File: src/sys_pkg.sv
`default_nettype none

package sys_pkg;

  // Bus widths
  localparam int ADDR_W = 32;
  localparam int DATA_W = 32;
  localparam int BE_W   = DATA_W / 8;

  // Devices on the data bus
  localparam int NR_DEVICES = 3;

  typedef enum logic [1:0] {
    DEV_RAM,
    DEV_SIMCTRL,
    DEV_TIMER
  } bus_device_e;

  // Address map, base plus mask of the bits above the device window
  localparam logic [ADDR_W-1:0] RAM_BASE     = 32'h0010_0000;
  localparam logic [ADDR_W-1:0] RAM_MASK     = 32'hFFF0_0000;
  localparam logic [ADDR_W-1:0] SIMCTRL_BASE = 32'h0002_0000;
  localparam logic [ADDR_W-1:0] SIMCTRL_MASK = 32'hFFFF_FC00;
  localparam logic [ADDR_W-1:0] TIMER_BASE   = 32'h0003_0000;
  localparam logic [ADDR_W-1:0] TIMER_MASK   = 32'hFFFF_FC00;

  // 1 MB of 32-bit words
  localparam int RAM_DEPTH = 262144;

  // Timer register offsets
  localparam logic [9:0] TMR_MTIME_LO = 10'h000;
  localparam logic [9:0] TMR_MTIME_HI = 10'h004;
  localparam logic [9:0] TMR_CMP_LO   = 10'h008;
  localparam logic [9:0] TMR_CMP_HI   = 10'h00C;

  // Simulation control register offsets
  localparam logic [9:0] SC_CHAR = 10'h000;
  localparam logic [9:0] SC_HALT = 10'h008;

  // Replace the enabled bytes of a word
  function automatic logic [DATA_W-1:0] byte_merge(input logic [DATA_W-1:0] old_word,
                                                   input logic [DATA_W-1:0] new_word,
                                                   input logic [BE_W-1:0]   be);
    logic [DATA_W-1:0] merged;
    merged = old_word;
    for (int i = 0; i < BE_W; i++) begin
      if (be[i]) begin
        merged[i*8 +: 8] = new_word[i*8 +: 8];
      end
    end
    return merged;
  endfunction

endpackage

`default_nettype wire

File: src/sim_ctrl.sv
`default_nettype none

module sim_ctrl import sys_pkg::*; (
  input  logic              clk_i,
  input  logic              arst_n_i,

  input  logic              req_i,
  input  logic              we_i,
  input  logic [BE_W-1:0]   be_i,
  input  logic [ADDR_W-1:0] addr_i,
  input  logic [DATA_W-1:0] wdata_i,
  output logic              rvalid_o,
  output logic [DATA_W-1:0] rdata_o,

  output logic              char_valid_o,
  output logic [7:0]        char_o,
  output logic              halt_o
);

  logic char_wr;
  logic halt_wr;

  // Only the low byte lane carries the character and the halt bit
  assign char_wr = req_i & we_i & be_i[0] & (addr_i[9:0] == SC_CHAR);
  assign halt_wr = req_i & we_i & be_i[0] & (addr_i[9:0] == SC_HALT) & wdata_i[0];

  // Nothing readable here
  assign rdata_o = '0;

  always_ff @(posedge clk_i or negedge arst_n_i) begin
    if (!arst_n_i) begin
      rvalid_o     <= 1'b0;
      char_valid_o <= 1'b0;
      halt_o       <= 1'b0;
    end else begin
      rvalid_o     <= req_i;
      char_valid_o <= char_wr;
      // Sticky until reset
      if (halt_wr) begin
        halt_o <= 1'b1;
      end
    end
  end

  always_ff @(posedge clk_i) begin
    if (char_wr) begin
      char_o <= wdata_i[7:0];
    end
  end

endmodule

`default_nettype wire

File: config.mk
export PLATFORM = sky130hd
export DESIGN_NAME = sim_ctrl
export DESIGN_NICKNAME = d
export VERILOG_FILES = /design/src/sys_pkg.sv /design/src/sim_ctrl.sv
export SDC_FILE = /design/constraint.sdc
export NUM_CORES = 1
export LEC_CHECK = 0
export BUFFER_PORTS_ARGS = -buffer_cell sky130_fd_sc_hd__buf_4
export CORE_MARGIN = 4
export CORE_UTILIZATION = 23
export DETAILED_ROUTE_END_ITERATION = 10
export PLACE_DENSITY = 0.75
export SYNTH_ARGS = -nofsm -noshare
export SYNTH_HDL_FRONTEND = slang
export SYNTH_SLANG_ARGS = --single-unit
export TNS_END_PERCENT = 30
File: constraint.sdc
create_clock -name clk_i -period 0.8 [get_ports clk_i]
set_clock_uncertainty 0.05 [all_clocks]
set_input_delay 0 -clock clk_i [delete_from_list [all_inputs] [get_ports clk_i]]
set_output_delay 0 -clock clk_i [all_outputs]
set_load 0.02 [all_outputs]
==> metrics.md <==
| Metric | Value |
|---|---|
| Post-synthesis sequential area ratio | `0.505` |
| Die Span X | `60.1 microns` |
| Clock root buffer | `clkbuf_4` |
| Clock transition at the registers of the reported paths | `70 ps` |
| WL/cell | `11.4 microns` |
| Fin crit share | `1.20` |
| DP Area | `811 sq um` |
| Clock share of power | `0.283` |
| Switch Pwr | `0.000359 W` |
| CTS Buffer Depth | `2` |
| Final setup fails | `19` |
| Drt first pass iters | `2` |
| Switch share | `0.277` |
| Max Cap Violations | `0` |
| CP required | `730 ps` |
| YS warnings | `0` |
| Global-route wire length before repair | `1810 microns` |
| Vias in the first global route | `441` |
| Final Worst Setup Slack | `-162 ps` |
| Max IR drop VDD | `0.714 mV` |
| CP Depth | `4` |
| Register area | `315 sq um` |
| Place WS | `-440 ps` |
| Worst-path cell chain | `buf_6 -> or3_4 -> nor4_4 -> and2_2` |
| Fillers | `240` |
| Clock sink total | `11` |
| Netlist cell types | `11` |
| Reg2Reg Capture Point | `halt_o` |
| Reg power frac | `0.476` |
| R2R cell count | `1` |
| Final Max Slew Viols | `0` |
| Total Routing Usage GR | `0.0714` |
| N_diodes | `0` |
| Netlist Area Pre-Place | `624 sq um` |
| Die Area | `3610 sq um` |
| Post-route total power | `0.00130 W` |
| Area Overhead vs Synth | `64.7%` |
| Crit Path Max Fanout | `4` |
| Area of the multi-input gates | `210 sq um` |
| Crit path launch type | `primary input` |
| Slowest CP cell | `or3_4` |
| Htree depth | `1` |
| Drt initial violations | `3` |
| Arr. time, crit path | `890 ps` |
| TritonCTS buffer count | `3` |
| Routed vias | `463` |
| Failing checks | `setup timing` |
| Later-pin clock latency in the skew report | `270 ps` |
| Syn Area/Cell | `12.2 sq um` |
| Hold Path Class | `primary input to asynchronous set/reset pin` |
| Starting utilization of the core area | `0.248` |
| Post-DRT Antenna Nets | `0` |
| Final instance count without filler cells | `133` |
| FF-to-FF setup slack | `20 ps` |
| Status | `complete, but fails checks` |
| DPL Wire Length | `1110 microns` |
| Ports | `115` |
| Core box area | `2520 sq um` |
| FMAX | `1040 MHz` |
| Largest net degree at the start of global routing | `7` |
| CP Capture Type | `flip-flop` |
| WP buf/inv | `1` |
| Comb pwr share | `0.242` |
| CP max stage delay | `400 ps` |
| Routability cong. | `0.725` |
| Worst path top cell family by delay | `simple AND/OR/NAND/NOR gates` |
| Total gr overflow | `0` |
| End of the critical path | `char_o[3]` |
| LEAKAGE | `0.507 nW` |
| Unrepaired setup endpoints after global routing | `true` |
| DIE HEIGHT | `60.1 microns` |
| Port Buffers | `33` |
| Placed insts | `116` |
| Final instance area | `1030 sq um` |
| Setup TNS | `-1680 ps` |
| Worst R2R Start | `halt_o` |
| Syn Inst Count | `51` |
| WL final | `1510 microns` |
| Vias per inst | `3.48` |
| Rows | `18` |
| Layout cells sized above 1 | `0.447` |
| Int Pwr | `0.000937 W` |
| Nets | `176` |
| CP startpoint | `addr_i[1]` |
| CTS tree | `yes` |
| Yosys reg bits | `11` |
| Fin. Hold Viols | `0` |
| Initial antenna violation count | `0` |
| Critical path class | `primary input to flip-flop` |
| Tmin final | `962 ps` |
| Power Density | `1260 nW/um^2` |
| Drt drc | `0` |
[stage by stage]
stage | utilization | hold WS, ps
2_1_floorplan | - | -346
4_1_cts | 0.407 | 10.0
3_5_place_dp | 0.321 | -258
3_3_place_gp | 0.321 | -259
5_1_grt | 0.408 | 40.4
6_report | 0.408 | 35.6
[sequential cells by signal (all words and copies together) (netlist names)]
| signal | cells |
|---|---|
| char_valid_o | 1 |
| halt_o | 1 |
| rvalid_o | 1 |
| char_o | 8 |
[kinds of logic after synthesis]
family                 synth area share
AOI/OAI and AO/OA                0.0160
buffers and inverters             0.385
DFF                               0.505
other                           0.00601
and+or+nand+nor                  0.0882
[worst min-delay path by stage]
stage / from / end / slack [ps] / cells after the start
final: arst_n_i / halt_o / 40 / 2
after global routing: arst_n_i / rvalid_o / 40 / 2
after CTS: arst_n_i / halt_o / 10 / 2
after detailed placement: arst_n_i / halt_o / -260 / 1
after global placement: arst_n_i / halt_o / -260 / 1
after floorplan: arst_n_i / char_valid_o / -350 / 0
[cells in the final DEF, fill, tap and decap left out, types with 3 or more instances in the layout]
master / instances
buf_6: 13
clkbuf_4: 3
dlygate4sd3_1: 10
conb_1: 32
edfxtp_1: 8
dfrtp_1: 3
buf_4: 24
[layer usage]
metal,share of wire,routed length [microns],GRT usage,up-vias
met5,0,0,0,-
met4,0.039,59,0.0570,0
met3,0.14,208,0.0130,5
met2,0.55,825,0.137,42
met1,0.28,418,0.0627,202
li1,-,-,-,214
[cell usage after synthesis]
master    count  area, sq um
nor3_2        1         10.0
edfxtp_1      8          240
or3_4         1         11.3
and2_1        1         6.26
conb_1        1         3.75
nor4_1        1         6.26
nand4b_1      1         8.76
a41o_1        1         10.0
nor4_2        1         12.5
buf_4        32          240
dfrtp_1       3         75.1
[final cells by class]
cell class / instances / share of cell area
repair buffers: 48 / 0.427
flip-flops and latches: 11 / 0.307
multi-input cells: 40 / 0.204
well taps: 30 / 0.0365
clock buffers: 4 / 0.0255
[power by group through the flow]
stage | registers (W) | logic (W) | clock network (W)
after floorplan | 0.000632 | 0.000258 | 0
after CTS | 0.000617 | 0.000305 | 0.000360
final | 0.000617 | 0.000314 | 0.000366
after global placement | 0.000628 | 0.000246 | 0
after global routing | 0.000616 | 0.000335 | 0.000394
after detailed placement | 0.000628 | 0.000249 | 0
[timing repair]
action / CTS / global route
setup buffers: 1 / 0
hold buffers: 11 / 0
hold endpoints to repair: 13 / 0
pin swaps: 0 / 0
gates cloned: 1 / 0
endpoints found under the setup margin: 19 / 20
gates resized for setup: 15 / 1
Note: power is estimated with default switching activity, not from simulation.
