===== src/sys_pkg.sv =====
`default_nettype none

package sys_pkg;

  // Bus widths
  localparam int ADDR_W = 32;
  localparam int DATA_W = 32;
  localparam int BE_W   = DATA_W / 8;

  // Devices on the data bus
  localparam int NR_DEVICES = 3;

  typedef enum logic [1:0] {
    DEV_RAM,
    DEV_SIMCTRL,
    DEV_TIMER
  } bus_device_e;

  // Address map, base plus mask of the bits above the device window
  localparam logic [ADDR_W-1:0] RAM_BASE     = 32'h0010_0000;
  localparam logic [ADDR_W-1:0] RAM_MASK     = 32'hFFF0_0000;
  localparam logic [ADDR_W-1:0] SIMCTRL_BASE = 32'h0002_0000;
  localparam logic [ADDR_W-1:0] SIMCTRL_MASK = 32'hFFFF_FC00;
  localparam logic [ADDR_W-1:0] TIMER_BASE   = 32'h0003_0000;
  localparam logic [ADDR_W-1:0] TIMER_MASK   = 32'hFFFF_FC00;

  // 1 MB of 32-bit words
  localparam int RAM_DEPTH = 262144;

  // Timer register offsets
  localparam logic [9:0] TMR_MTIME_LO = 10'h000;
  localparam logic [9:0] TMR_MTIME_HI = 10'h004;
  localparam logic [9:0] TMR_CMP_LO   = 10'h008;
  localparam logic [9:0] TMR_CMP_HI   = 10'h00C;

  // Simulation control register offsets
  localparam logic [9:0] SC_CHAR = 10'h000;
  localparam logic [9:0] SC_HALT = 10'h008;

  // Replace the enabled bytes of a word
  function automatic logic [DATA_W-1:0] byte_merge(input logic [DATA_W-1:0] old_word,
                                                   input logic [DATA_W-1:0] new_word,
                                                   input logic [BE_W-1:0]   be);
    logic [DATA_W-1:0] merged;
    merged = old_word;
    for (int i = 0; i < BE_W; i++) begin
      if (be[i]) begin
        merged[i*8 +: 8] = new_word[i*8 +: 8];
      end
    end
    return merged;
  endfunction

endpackage

`default_nettype wire


===== src/bus_xbar.sv =====
`default_nettype none

module bus_xbar import sys_pkg::*; (
  input  logic                  clk_i,
  input  logic                  arst_n_i,

  // Single host
  input  logic                  host_req_i,
  output logic                  host_gnt_o,
  input  logic [ADDR_W-1:0]     host_addr_i,
  input  logic                  host_we_i,
  input  logic [BE_W-1:0]       host_be_i,
  input  logic [DATA_W-1:0]     host_wdata_i,
  output logic                  host_rvalid_o,
  output logic [DATA_W-1:0]     host_rdata_o,
  output logic                  host_err_o,

  // Devices
  output logic [NR_DEVICES-1:0] dev_req_o,
  output logic [ADDR_W-1:0]     dev_addr_o,
  output logic                  dev_we_o,
  output logic [BE_W-1:0]       dev_be_o,
  output logic [DATA_W-1:0]     dev_wdata_o,
  input  logic [NR_DEVICES-1:0] dev_rvalid_i,
  input  logic [DATA_W-1:0]     dev_rdata_i [NR_DEVICES],
  input  logic [NR_DEVICES-1:0] dev_err_i
);

  logic [NR_DEVICES-1:0] match;
  logic                  hit;
  bus_device_e           sel;

  // Response steering state
  logic                  rsp_mapped_q;
  logic                  rsp_unmapped_q;
  bus_device_e           rsp_dev_q;

  // No other host to arbitrate against
  assign host_gnt_o = host_req_i;

  assign match[DEV_RAM]     = (host_addr_i & RAM_MASK) == RAM_BASE;
  assign match[DEV_SIMCTRL] = (host_addr_i & SIMCTRL_MASK) == SIMCTRL_BASE;
  assign match[DEV_TIMER]   = (host_addr_i & TIMER_MASK) == TIMER_BASE;

  // Lowest matching index wins, the map has no overlaps anyway
  always_comb begin
    hit = 1'b0;
    sel = DEV_RAM;
    for (int i = 0; i < NR_DEVICES; i++) begin
      if (!hit && match[i]) begin
        hit = 1'b1;
        sel = bus_device_e'(i);
      end
    end
  end

  always_comb begin
    dev_req_o = '0;
    if (host_req_i && hit) begin
      dev_req_o[sel] = 1'b1;
    end
  end

  // Shared request payload
  assign dev_addr_o  = host_addr_i;
  assign dev_we_o    = host_we_i;
  assign dev_be_o    = host_be_i;
  assign dev_wdata_o = host_wdata_i;

  always_ff @(posedge clk_i or negedge arst_n_i) begin
    if (!arst_n_i) begin
      rsp_mapped_q   <= 1'b0;
      rsp_unmapped_q <= 1'b0;
      rsp_dev_q      <= DEV_RAM;
    end else begin
      rsp_mapped_q   <= host_req_i & hit;
      rsp_unmapped_q <= host_req_i & ~hit;
      if (host_req_i && hit) begin
        rsp_dev_q <= sel;
      end
    end
  end

  // Unmapped accesses are answered here with an error and zero data
  assign host_rvalid_o = rsp_unmapped_q | (rsp_mapped_q & dev_rvalid_i[rsp_dev_q]);
  assign host_rdata_o  = rsp_mapped_q ? dev_rdata_i[rsp_dev_q] : '0;
  assign host_err_o    = rsp_unmapped_q |
                         (rsp_mapped_q & dev_rvalid_i[rsp_dev_q] & dev_err_i[rsp_dev_q]);

  a_req_onehot: assert property (@(posedge clk_i) disable iff (!arst_n_i)
    $onehot0(dev_req_o));

  for (genvar i = 0; i < NR_DEVICES; i++) begin : g_rsp_check
    a_rsp_from_selected: assert property (@(posedge clk_i) disable iff (!arst_n_i)
      dev_rvalid_i[i] |-> (rsp_mapped_q && rsp_dev_q == bus_device_e'(i)));
  end

endmodule

`default_nettype wire


===== config.mk =====
export PLATFORM = sky130hd
export DESIGN_NAME = bus_xbar
export DESIGN_NICKNAME = d
export VERILOG_FILES = /design/src/sys_pkg.sv /design/src/bus_xbar.sv
export SDC_FILE = /design/constraint.sdc
export NUM_CORES = 1
export LEC_CHECK = 0
export BUFFER_PORTS_ARGS = -buffer_cell sky130_fd_sc_hd__buf_2
export CAP_MARGIN = 5
export CORE_AREA = 2 2 108 110
export DETAILED_ROUTE_END_ITERATION = 6
export DIE_AREA = 0 0 110 112
export GPL_TIMING_DRIVEN = 0
export MAX_ROUTING_LAYER = met4
export PLACE_DENSITY = 0.6
export SYNTH_ARGS = -nofsm -noshare
export SYNTH_HDL_FRONTEND = slang
export SYNTH_SLANG_ARGS = --single-unit

===== constraint.sdc =====
create_clock -name clk_i -period 1.88 [get_ports clk_i]
set_input_delay 0.282 -clock clk_i [delete_from_list [all_inputs] [get_ports clk_i]]
set_output_delay 0.282 -clock clk_i [all_outputs]
set_load 0.1 [all_outputs]

==> results.tsv <==
stage	metric	value	unit
outcome	outcome	finished, final reports clean	
cells_and_area	final_net_count	669	
place	place_congestion	0.795	
clock_tree	clockRootBuffer	clkbuf_16	
setup_path	cp.required	1.60	ns
floorplanning	ios	281	
clock_tree	cts.sinks	4	
setup_path	critPathMaxFanout	9	
place	io_buffer_count	233	
route	drtIter0Drc	69	
pwr	p_per_area	351	nW/um^2
clock_tree	htree_levels	1	
yosys	synth_warnings	0	
yosys	synth_area_leaders	buf_4 (31%), mux2i_1 (19%), and2_1 (11%)	
floorplanning	core	11200	um^2
pwr	power_leakage	2.23	nW
yosys	ys_seq_elements	4	
yosys	synth-compound-area-share	12.3	%
yosys	yosys.area.top_type	buf_4	
cells_and_area	syn_to_final_growth	128	%
yosys	synthesis.nets	424	
global_routing	track_usage	11.1	%
global_routing	grt_util_met3	1.52	%
route	wl	7510	um
place	hpwl	6400	um
global_routing	overflow	0	
timing	period_needed	1.87	ns
cells_and_area	diodes	0	
floorplanning	die_h	112	um
global_routing	grt_max_degree	11	
cells_and_area	drive_above_1_share	76.5	%
timing	worst_slack	0.0143	ns
timing	setup_tns	0	ns
pwr	p_total	0.00141	W
yosys	synthDistinctLibCells	28	
route	drt_pass1_iterations	4	
floorplanning	dieArea	12300	um^2
clock_tree	cts.clk_slew.worst_paths	0.03	ns
yosys	netlist_instances	250	
setup_path	critical_path.slowest_cell	dfrtp_1	
cells_and_area	fillers	1140	
clock_tree	cts_buffers	3	
timing	whs	0.306	ns
route	detail_route.wl_per_cell	11.8	um
cells_and_area	final_core_util	36.0	%
global_routing	grt-busiest-layer	met2	
place	dp_slack	-0.435	ns
global_routing	antenna_found_initial	0	
global_routing	grt_util_met2	21.4	%
clock_tree	clock_path_buffers	2	
hold_path	hold_path.class	in2reg	
timing	setup_viol	0	
setup_path	crit_path_end_kind	output port	
timing	fmax	0.536	GHz
floorplanning	dieWidth	110	um
global_routing	globalRouteMet1Util	11.9	%
route	detail-route-antenna-nets	0	
yosys	syn_area_per_cell	7.05	um^2
timing	hold_viol_final	0	
setup_path	path_cells	buf_12 > buf_12 > mux2i_2 > nor2_2 > a21oi_2 > o21bai_4 > buf_12	
clock_tree	insertion_delay	0.22	ns
global_routing	grt_pass1_vias	2257	
timing	slew_violations	0	
floorplanning	row_count	39	
flow_run	drv_cap	0	
yosys	synthAdderAreaFrac	0	%
setup_path	worstSetupPathType	reg2out	
yosys	synthMuxAreaShare	19.3	%
yosys	synth-simple-area-share	28.7	%
setup_path	cpPeakStageDelay	0.38	ns
floorplanning	initial_core_util	15.8	%
setup_path	cp.arrival	1.58	ns
yosys	synth_top_area_share	31.1	%
setup_path	setup.worst_path.start_class	flop	
route	vias	2479	
yosys	synth_top_family_by_area	buffers and inverters	
timing	period_share	99.2	%
yosys	synth-seq-area-share	5.68	%
setup_path	rrSetupSlack	0.53	ns
setup_path	cp_common_cell	buf_12	
timing	worst-slew-pin-transition	0.491	ns
pwr	peakVddDrop	0.000355	V
timing	clock_skew	0	ns
yosys	synth_ff_type	dfrtp_1	
route	drc_errors	0	
route	viasPerCell	3.90	
yosys	synth-async-reset-ratio	100	%
yosys	synth_edf_count	0	
timing	rsz0062_at_grt	true	
clock_tree	tritoncts	yes	
timing	maxSlewHeadroom	67.5	%
yosys	synthXorXnorAreaFrac	0	%
global_routing	grt_pass1_wl	10500	um
yosys	netlist_area	1760	um^2
stage by stage:
step,instance area (um^2),std cells
after floorplan,1830,250
after global placement,3180,626
after detailed placement,3180,626
after CTS,3730,633
after global routing,4020,636
final,4020,636
cells by family after synthesis:
kind of cell,Yosys count
flops,4
mux,34
simple gates,87
compound gates,39
buf+inv,86
sequential cells by signal (all words and copies together) (netlist names):
name / count
rsp_dev_q: 2
rsp_mapped_q: 1
rsp_unmapped_q: 1
cells in the mapped netlist (all sizes together) (2+ instances only):
cell,count
nor4b,3
nor2,5
mux2i,34
nor4,2
clkbuf,10
nor3,3
buf,75
o21ai,33
dfrtp,4
nand3,4
nand2,32
and2,33
report_power, final:
group / switching (W) / leakage [nW] / internal, W
clock network: 0.0000600 / 0.0370 / 0.000272
logic: 0.000721 / 2.15 / 0.000271
registers: 0.000000524 / 0.0431 / 0.0000879
total: 0.000781 / 2.23 / 0.000631
what timing repair did:
item | CTS | global route
hold buffers | 1 | 0
pin swaps | 2 | 5
endpoints found under the setup margin | 36 | 34
hold endpoints to repair | 4 | 0
resized for setup | 131 | 91
setup buffers | 3 | 3
routing by layer:
layer | up-vias | share of wire, % | wire [um]
met1 | 1061 | 34 | 2580
met5 | - | 0 | 0
met3 | 3 | 11 | 791
met2 | 160 | 55 | 4110
li1 | 1255 | - | -
met4 | 0 | 0.40 | 30
worst paths after layout:
| path | start | endpoint | cells past startpoint |
|---|---|---|---|
| min in group asynchronous | arst_n_i | rsp_dev_q[0] | 2 |
| setup / recovery | rsp_dev_q[1] | host_err_o | 7 |
| hold reg to reg | rsp_dev_q[1] | rsp_dev_q[1] | 4 |
| max in group asynchronous | arst_n_i | rsp_mapped_q | 2 |
| setup reg to reg | rsp_dev_q[1] | rsp_dev_q[1] | 5 |
| hold / removal | host_req_i | rsp_unmapped_q | 2 |
cell type report:
class	count	area, um^2	share of cell area, %
plain buffers	85	712	17.7
multi-input cells	160	1210	30.0
clock buffers	3	75.1	1.87
inverters	1	3.75	0.0933
flip-flops and latches	4	100	2.49
repair buffers	240	1750	43.4
well taps	143	179	4.45
cells in the final DEF, fill, tap and decap left out, types with 3 or more instances in the layout:
cell type,instances
mux2i_1,32
buf_6,4
clkbuf_4,3
buf_4,76
and2_4,22
and2_2,8
nand2_1,30
dfrtp_1,4
o21ai_2,3
o21ai_1,9
buf_12,37
nor2_1,3
buf_2,197
o21ai_0,21
clkbuf_16,4
critical path: cells and delay by family, from the launching register on:
kind	cells	cell delay, ns
buffers and inverters	3	0.45
flip-flops	1	0.38
AO/OA/AOI/OAI	2	0.26
multiplexers	1	0.21
AND/OR/NAND/NOR	1	0.05
(Power assumes the default switching activity.)
