<file path="src/sys_pkg.sv">
`default_nettype none

package sys_pkg;

  // Bus widths
  localparam int ADDR_W = 32;
  localparam int DATA_W = 32;
  localparam int BE_W   = DATA_W / 8;

  // Devices on the data bus
  localparam int NR_DEVICES = 3;

  typedef enum logic [1:0] {
    DEV_RAM,
    DEV_SIMCTRL,
    DEV_TIMER
  } bus_device_e;

  // Address map, base plus mask of the bits above the device window
  localparam logic [ADDR_W-1:0] RAM_BASE     = 32'h0010_0000;
  localparam logic [ADDR_W-1:0] RAM_MASK     = 32'hFFF0_0000;
  localparam logic [ADDR_W-1:0] SIMCTRL_BASE = 32'h0002_0000;
  localparam logic [ADDR_W-1:0] SIMCTRL_MASK = 32'hFFFF_FC00;
  localparam logic [ADDR_W-1:0] TIMER_BASE   = 32'h0003_0000;
  localparam logic [ADDR_W-1:0] TIMER_MASK   = 32'hFFFF_FC00;

  // 1 MB of 32-bit words
  localparam int RAM_DEPTH = 262144;

  // Timer register offsets
  localparam logic [9:0] TMR_MTIME_LO = 10'h000;
  localparam logic [9:0] TMR_MTIME_HI = 10'h004;
  localparam logic [9:0] TMR_CMP_LO   = 10'h008;
  localparam logic [9:0] TMR_CMP_HI   = 10'h00C;

  // Simulation control register offsets
  localparam logic [9:0] SC_CHAR = 10'h000;
  localparam logic [9:0] SC_HALT = 10'h008;

  // Replace the enabled bytes of a word
  function automatic logic [DATA_W-1:0] byte_merge(input logic [DATA_W-1:0] old_word,
                                                   input logic [DATA_W-1:0] new_word,
                                                   input logic [BE_W-1:0]   be);
    logic [DATA_W-1:0] merged;
    merged = old_word;
    for (int i = 0; i < BE_W; i++) begin
      if (be[i]) begin
        merged[i*8 +: 8] = new_word[i*8 +: 8];
      end
    end
    return merged;
  endfunction

endpackage

`default_nettype wire

</file>
<file path="src/timer.sv">
`default_nettype none

module timer import sys_pkg::*; (
  input  logic              clk_i,
  input  logic              arst_n_i,

  input  logic              req_i,
  input  logic              we_i,
  input  logic [BE_W-1:0]   be_i,
  input  logic [ADDR_W-1:0] addr_i,
  input  logic [DATA_W-1:0] wdata_i,
  output logic              rvalid_o,
  output logic [DATA_W-1:0] rdata_o,
  output logic              err_o,

  output logic              irq_o
);

  logic [9:0]        offset;
  logic              wr_en;
  logic              off_ok;
  logic [DATA_W-1:0] rdata_d;

  logic [63:0]       mtime_q;
  logic [63:0]       mtime_d;
  logic [63:0]       mtimecmp_q;
  logic [63:0]       mtimecmp_d;

  // Device window is 1 kB
  assign offset = addr_i[9:0];
  assign wr_en  = req_i & we_i;

  // Counter runs every cycle unless software loads it
  always_comb begin
    mtime_d = mtime_q + 64'd1;
    if (wr_en && offset == TMR_MTIME_LO) begin
      mtime_d[31:0] = byte_merge(mtime_q[31:0], wdata_i, be_i);
    end
    if (wr_en && offset == TMR_MTIME_HI) begin
      mtime_d[63:32] = byte_merge(mtime_q[63:32], wdata_i, be_i);
    end
  end

  always_comb begin
    mtimecmp_d = mtimecmp_q;
    if (wr_en && offset == TMR_CMP_LO) begin
      mtimecmp_d[31:0] = byte_merge(mtimecmp_q[31:0], wdata_i, be_i);
    end
    if (wr_en && offset == TMR_CMP_HI) begin
      mtimecmp_d[63:32] = byte_merge(mtimecmp_q[63:32], wdata_i, be_i);
    end
  end

  // Read mux, anything else is an error
  always_comb begin
    rdata_d = '0;
    off_ok  = 1'b1;
    case (offset)
      TMR_MTIME_LO: rdata_d = mtime_q[31:0];
      TMR_MTIME_HI: rdata_d = mtime_q[63:32];
      TMR_CMP_LO:   rdata_d = mtimecmp_q[31:0];
      TMR_CMP_HI:   rdata_d = mtimecmp_q[63:32];
      default:      off_ok  = 1'b0;
    endcase
  end

  always_ff @(posedge clk_i or negedge arst_n_i) begin
    if (!arst_n_i) begin
      mtime_q    <= '0;
      mtimecmp_q <= '1;
      irq_o      <= 1'b0;
      rvalid_o   <= 1'b0;
      err_o      <= 1'b0;
    end else begin
      mtime_q    <= mtime_d;
      mtimecmp_q <= mtimecmp_d;
      irq_o      <= mtime_q >= mtimecmp_q;
      rvalid_o   <= req_i;
      err_o      <= req_i & ~off_ok;
    end
  end

  always_ff @(posedge clk_i) begin
    if (req_i) begin
      rdata_o <= rdata_d;
    end
  end

endmodule

`default_nettype wire

</file>
<file path="config.mk">
export PLATFORM = sky130hd
export DESIGN_NAME = timer
export DESIGN_NICKNAME = d
export VERILOG_FILES = /design/src/sys_pkg.sv /design/src/timer.sv
export SDC_FILE = /design/constraint.sdc
export NUM_CORES = 1
export LEC_CHECK = 0
export BUFFER_PORTS_ARGS = -buffer_cell sky130_fd_sc_hd__buf_2
export CAP_MARGIN = 20
export CELL_PAD_IN_SITES_DETAIL_PLACEMENT = 2
export CELL_PAD_IN_SITES_GLOBAL_PLACEMENT = 2
export CORE_MARGIN = 10
export CORE_UTILIZATION = 38
export DETAILED_ROUTE_END_ITERATION = 7
export GPL_TIMING_DRIVEN = 0
export HOLD_SLACK_MARGIN = 0.12
export PLACE_DENSITY_LB_ADDON = 0.12
export SLEW_MARGIN = 20
export SYNTH_ARGS = -nofsm -noshare
export SYNTH_HDL_FRONTEND = slang
export SYNTH_SLANG_ARGS = --single-unit
</file>
<file path="constraint.sdc">
create_clock -name clk_i -period 2.88 [get_ports clk_i]
set_clock_uncertainty 0.2 [all_clocks]
set_input_delay 0.288 -clock clk_i [delete_from_list [all_inputs] [get_ports clk_i]]
set_output_delay 0.288 -clock clk_i [all_outputs]
set_load 0.05 [all_outputs]
</file>
==> impl_metrics.tcl <==
set metrics [dict create \
    leakagePower_nw 4.93 \
    clock.fmax_mhz 357 \
    cts_tree "yes" \
    synthDistinctLibCells 75 \
    core_area_um2 25800 \
    num_antenna_cells 0 \
    grt_pass1_wl_mm 60.8 \
    syn-cell-area_um2 9910 \
    synthToLayoutAreaGrowth_pct 21.8 \
    antenna_found_initial 0 \
    path_max_fanout 8 \
    postSynthAreaPerCell_um2 10.0 \
    top_usage_layer "met2" \
    htreeDepth 4 \
    synth_cells 987 \
    fin_crit_ns 2.80 \
    vias_per_cell 6.00 \
    grt.met1_usage_pct 30.0 \
    synthArstFlopShare_pct 80.4 \
    grt_pass1_vias 9708 \
    cts.clk_slew.worst_paths_ns 0.07 \
    cp.required_ns 3.03 \
    overflow 0 \
    cts_root_buf "clkbuf_16" \
    placementRows 59 \
    ys_ff_latch 163 \
    syn-num-nets 1124 \
    start_kind "flip-flop" \
    tightest_slew_ns 1.05 \
    synth_edf_count 32 \
    place_inst 1405 \
    status "completed" \
    cap_violations 0 \
    hold_path_class "in2async" \
    setup_slack_ns 0.0775 \
    r2r.worst_path.cells 6 \
    dpl.hpwl_mm 28.4 \
    powerDensity_nw_per_um2 461 \
    gp_congestion 0.875 \
    drt_iter0_drc 675 \
    tns_ns 0 \
    crit_type "reg2reg" \
    ant_nets 0 \
    drv_slew 0 \
    crit_chain "and4_1 -> nand4_1 -> a2111oi_2 -> and2_1 -> a311oi_1 -> a211oi_1" \
    wire_per_inst_um 27.0 \
    drc 0 \
    ys_seq_area_share_pct 43.6 \
    slowest_stage "a2111oi_2" \
    dr.pass1.iters 5 \
    slowest_delay_ns 0.77 \
    layout-drive-gt1-share_pct 29.5 \
    die_w_um 181 \
    yosys_warnings 0 \
    setup_viol 0 \
    clkLatencyLatePin_ns 0.45 \
    dominantRegCellSynth "dfrtp_1" \
    crit_buf_inv 0 \
    fin_nets 1277 \
    num_io_pins 107 \
    drt_wl_total_mm 40.1 \
    final_cells 1488 \
    min_period_over_period_pct 97.3 \
    rsz0062_at_grt "true" \
    io_buffers 82 \
    ir_drop_mv 0.287 \
    use_met3_pct 3.54 \
    die_y_um 181 \
    initial_core_util_pct 38.3 \
    hold_viol_final 0 \
    numClockSinks 163 \
    grtUsageTotal_pct 24.1 \
    cp-end-kind "flip-flop" \
    grtUsageMet2_pct 40.8 \
    arrival_ns 2.95 \
    fin_total_pwr_mw 5.57 \
    dp_slack_ns -0.903 \
    vias 8921 \
    grt_max_degree 81 \
    numCtsBuffers 17 \
    slew_headroom_pct 30.0 \
    cts_buffer_depth 2 \
    fill_cells 2759 \
    die_area_um2 32900 \
    worst_path_dominant_cell_family "compound AO/OA/AOI/OAI gates" \
    path_depth 6 \
]
## report_power, final
group | total [mW] | switching (mW) | internal, mW
logic | 0.596 | 0.369 | 0.227
clock network | 2.41 | 1.07 | 1.34
registers | 2.56 | 0.123 | 2.44
total | 5.57 | 1.56 | 4.01
## cell usage after synthesis, types with 4 or more instances
master,count,area (µm²)
o22ai_1,4,25.0
clkbuf_1,23,86.3
o31a_1,4,35.0
and3_1,16,100
nor4_1,4,25.0
o21ai_0,23,115
mux2i_1,6,60.1
a22oi_1,64,480
o21a_1,8,60.1
o32ai_1,4,35.0
nand3_1,37,185
nor3_1,10,50.1
and4_1,10,87.6
a311oi_1,6,52.6
dfrtp_1,67,1680
ha_1,65,813
and2_1,10,62.6
nand2b_1,4,25.0
mux2_2,63,709
or4_1,6,45.0
buf_4,4,30.0
o211ai_1,11,82.6
edfxtp_1,32,961
nand2_1,87,327
or3_1,4,25.0
nor2b_1,4,25.0
a21oi_1,59,295
o221a_2,9,101
a21o_1,10,75.1
nand4_1,35,219
inv_1,73,274
nand2_2,9,56.3
a211o_1,5,43.8
dfstp_2,64,1680
o311ai_0,5,43.8
a211oi_1,14,105
buf_2,8,40.0
nor2_1,67,251
## state kept, by name, indices dropped and copies added (netlist names)
register and cells:
err_o 1, irq_o 1, mtime_q 64, mtimecmp_q 64
rdata_o 32, rvalid_o 1
## worst register-to-register path, delay by kind of cell (launching register included)
kind | cells | cell delay, ns
and+or+nand+nor | 3 | 0.90
DFF | 1 | 0.48
AOI/OAI and AO/OA | 3 | 1.13
## area by class of cell
class	count	area (µm²)	share of cell area, %
buffer	35	203	1.68
clock buffer	20	457	3.78
clock inverter	12	145	1.20
inverter	73	274	2.27
multi-input combinational	713	5290	43.9
sequential	163	4320	35.8
tap	335	419	3.47
timing repair buffer	137	956	7.92
## repair_timing
action | in CTS | in global routing
setup endpoints to repair | 79 | 47
setup buffers | 8 | 11
endpoints found under the hold margin | 223 | 0
gates resized for setup | 17 | 34
hold buffers | 35 | 0
pin swaps | 5 | 14
## worst paths after layout
check / end / startpoint / slack (ns)
max: mtime_q[55] / mtime_q[39] / 0.08
max in group asynchronous: mtimecmp_q[43] / arst_n_i / 1.53
max reg2reg: mtime_q[55] / mtime_q[39] / 0.08
min in group clk_i: mtime_q[25] / be_i[3] / 0.14
min: rvalid_o / arst_n_i / 0.13
min reg2reg: mtime_q[50] / mtime_q[50] / 0.35
## through the flow
stage / hold slack [ns] / cell area [µm²] / util (%)
after CTS: 0.141 / 11900 / 45.9
after detailed placement: 0.0323 / 10800 / 41.7
after global routing: 0.160 / 12100 / 46.7
final: 0.130 / 12100 / 46.7
after floorplan: -0.208 / 9910 / -
after global placement: 0.332 / 10700 / 41.6
## placed cells by master (no fill, tap or decap), types with 5 or more instances in the layout
master / Yosys / final
a211o_1: 5 / 5
a211oi_1: 14 / 14
a21o_1: 10 / 10
a21oi_1: 59 / 59
a22oi_1: 64 / 64
a311oi_1: 6 / 6
and2_1: 10 / 10
and3_1: 16 / 15
and4_1: 10 / 9
buf_2: 8 / 86
buf_4: 4 / 24
clkbuf_1: 23 / 14
clkbuf_16: 0 / 17
clkbuf_2: 0 / 5
dfrtp_1: 67 / 67
dfstp_2: 64 / 64
dlygate4sd3_1: 0 / 35
edfxtp_1: 32 / 32
ha_1: 65 / 61
inv_1: 73 / 72
mux2_2: 63 / 63
mux2i_1: 6 / 6
nand2_1: 87 / 87
nand2_2: 9 / 9
nand3_1: 37 / 36
nand4_1: 35 / 35
nor2_1: 67 / 63
nor3_1: 10 / 8
o211ai_1: 11 / 11
o21a_1: 8 / 8
o21ai_0: 23 / 23
o221a_2: 9 / 9
o311ai_0: 5 / 5
or4_1: 6 / 6
## cells by family after synthesis
logic type      share of synthesized area [%]
xor+xnor                                0.177
buf+inv                                  4.68
simple gates                             17.4
fa+ha+maj                                8.21
flops                                    43.6
mux                                      7.88
compound gates                           18.1
## metal layers
layer	part of all wire [%]	vias up
met1	43	4634
met3	4.2	53
met4	2.7	0
met2	50	205
met5	0	-
li1	-	4029
Power figures use the tool's default switching activity.
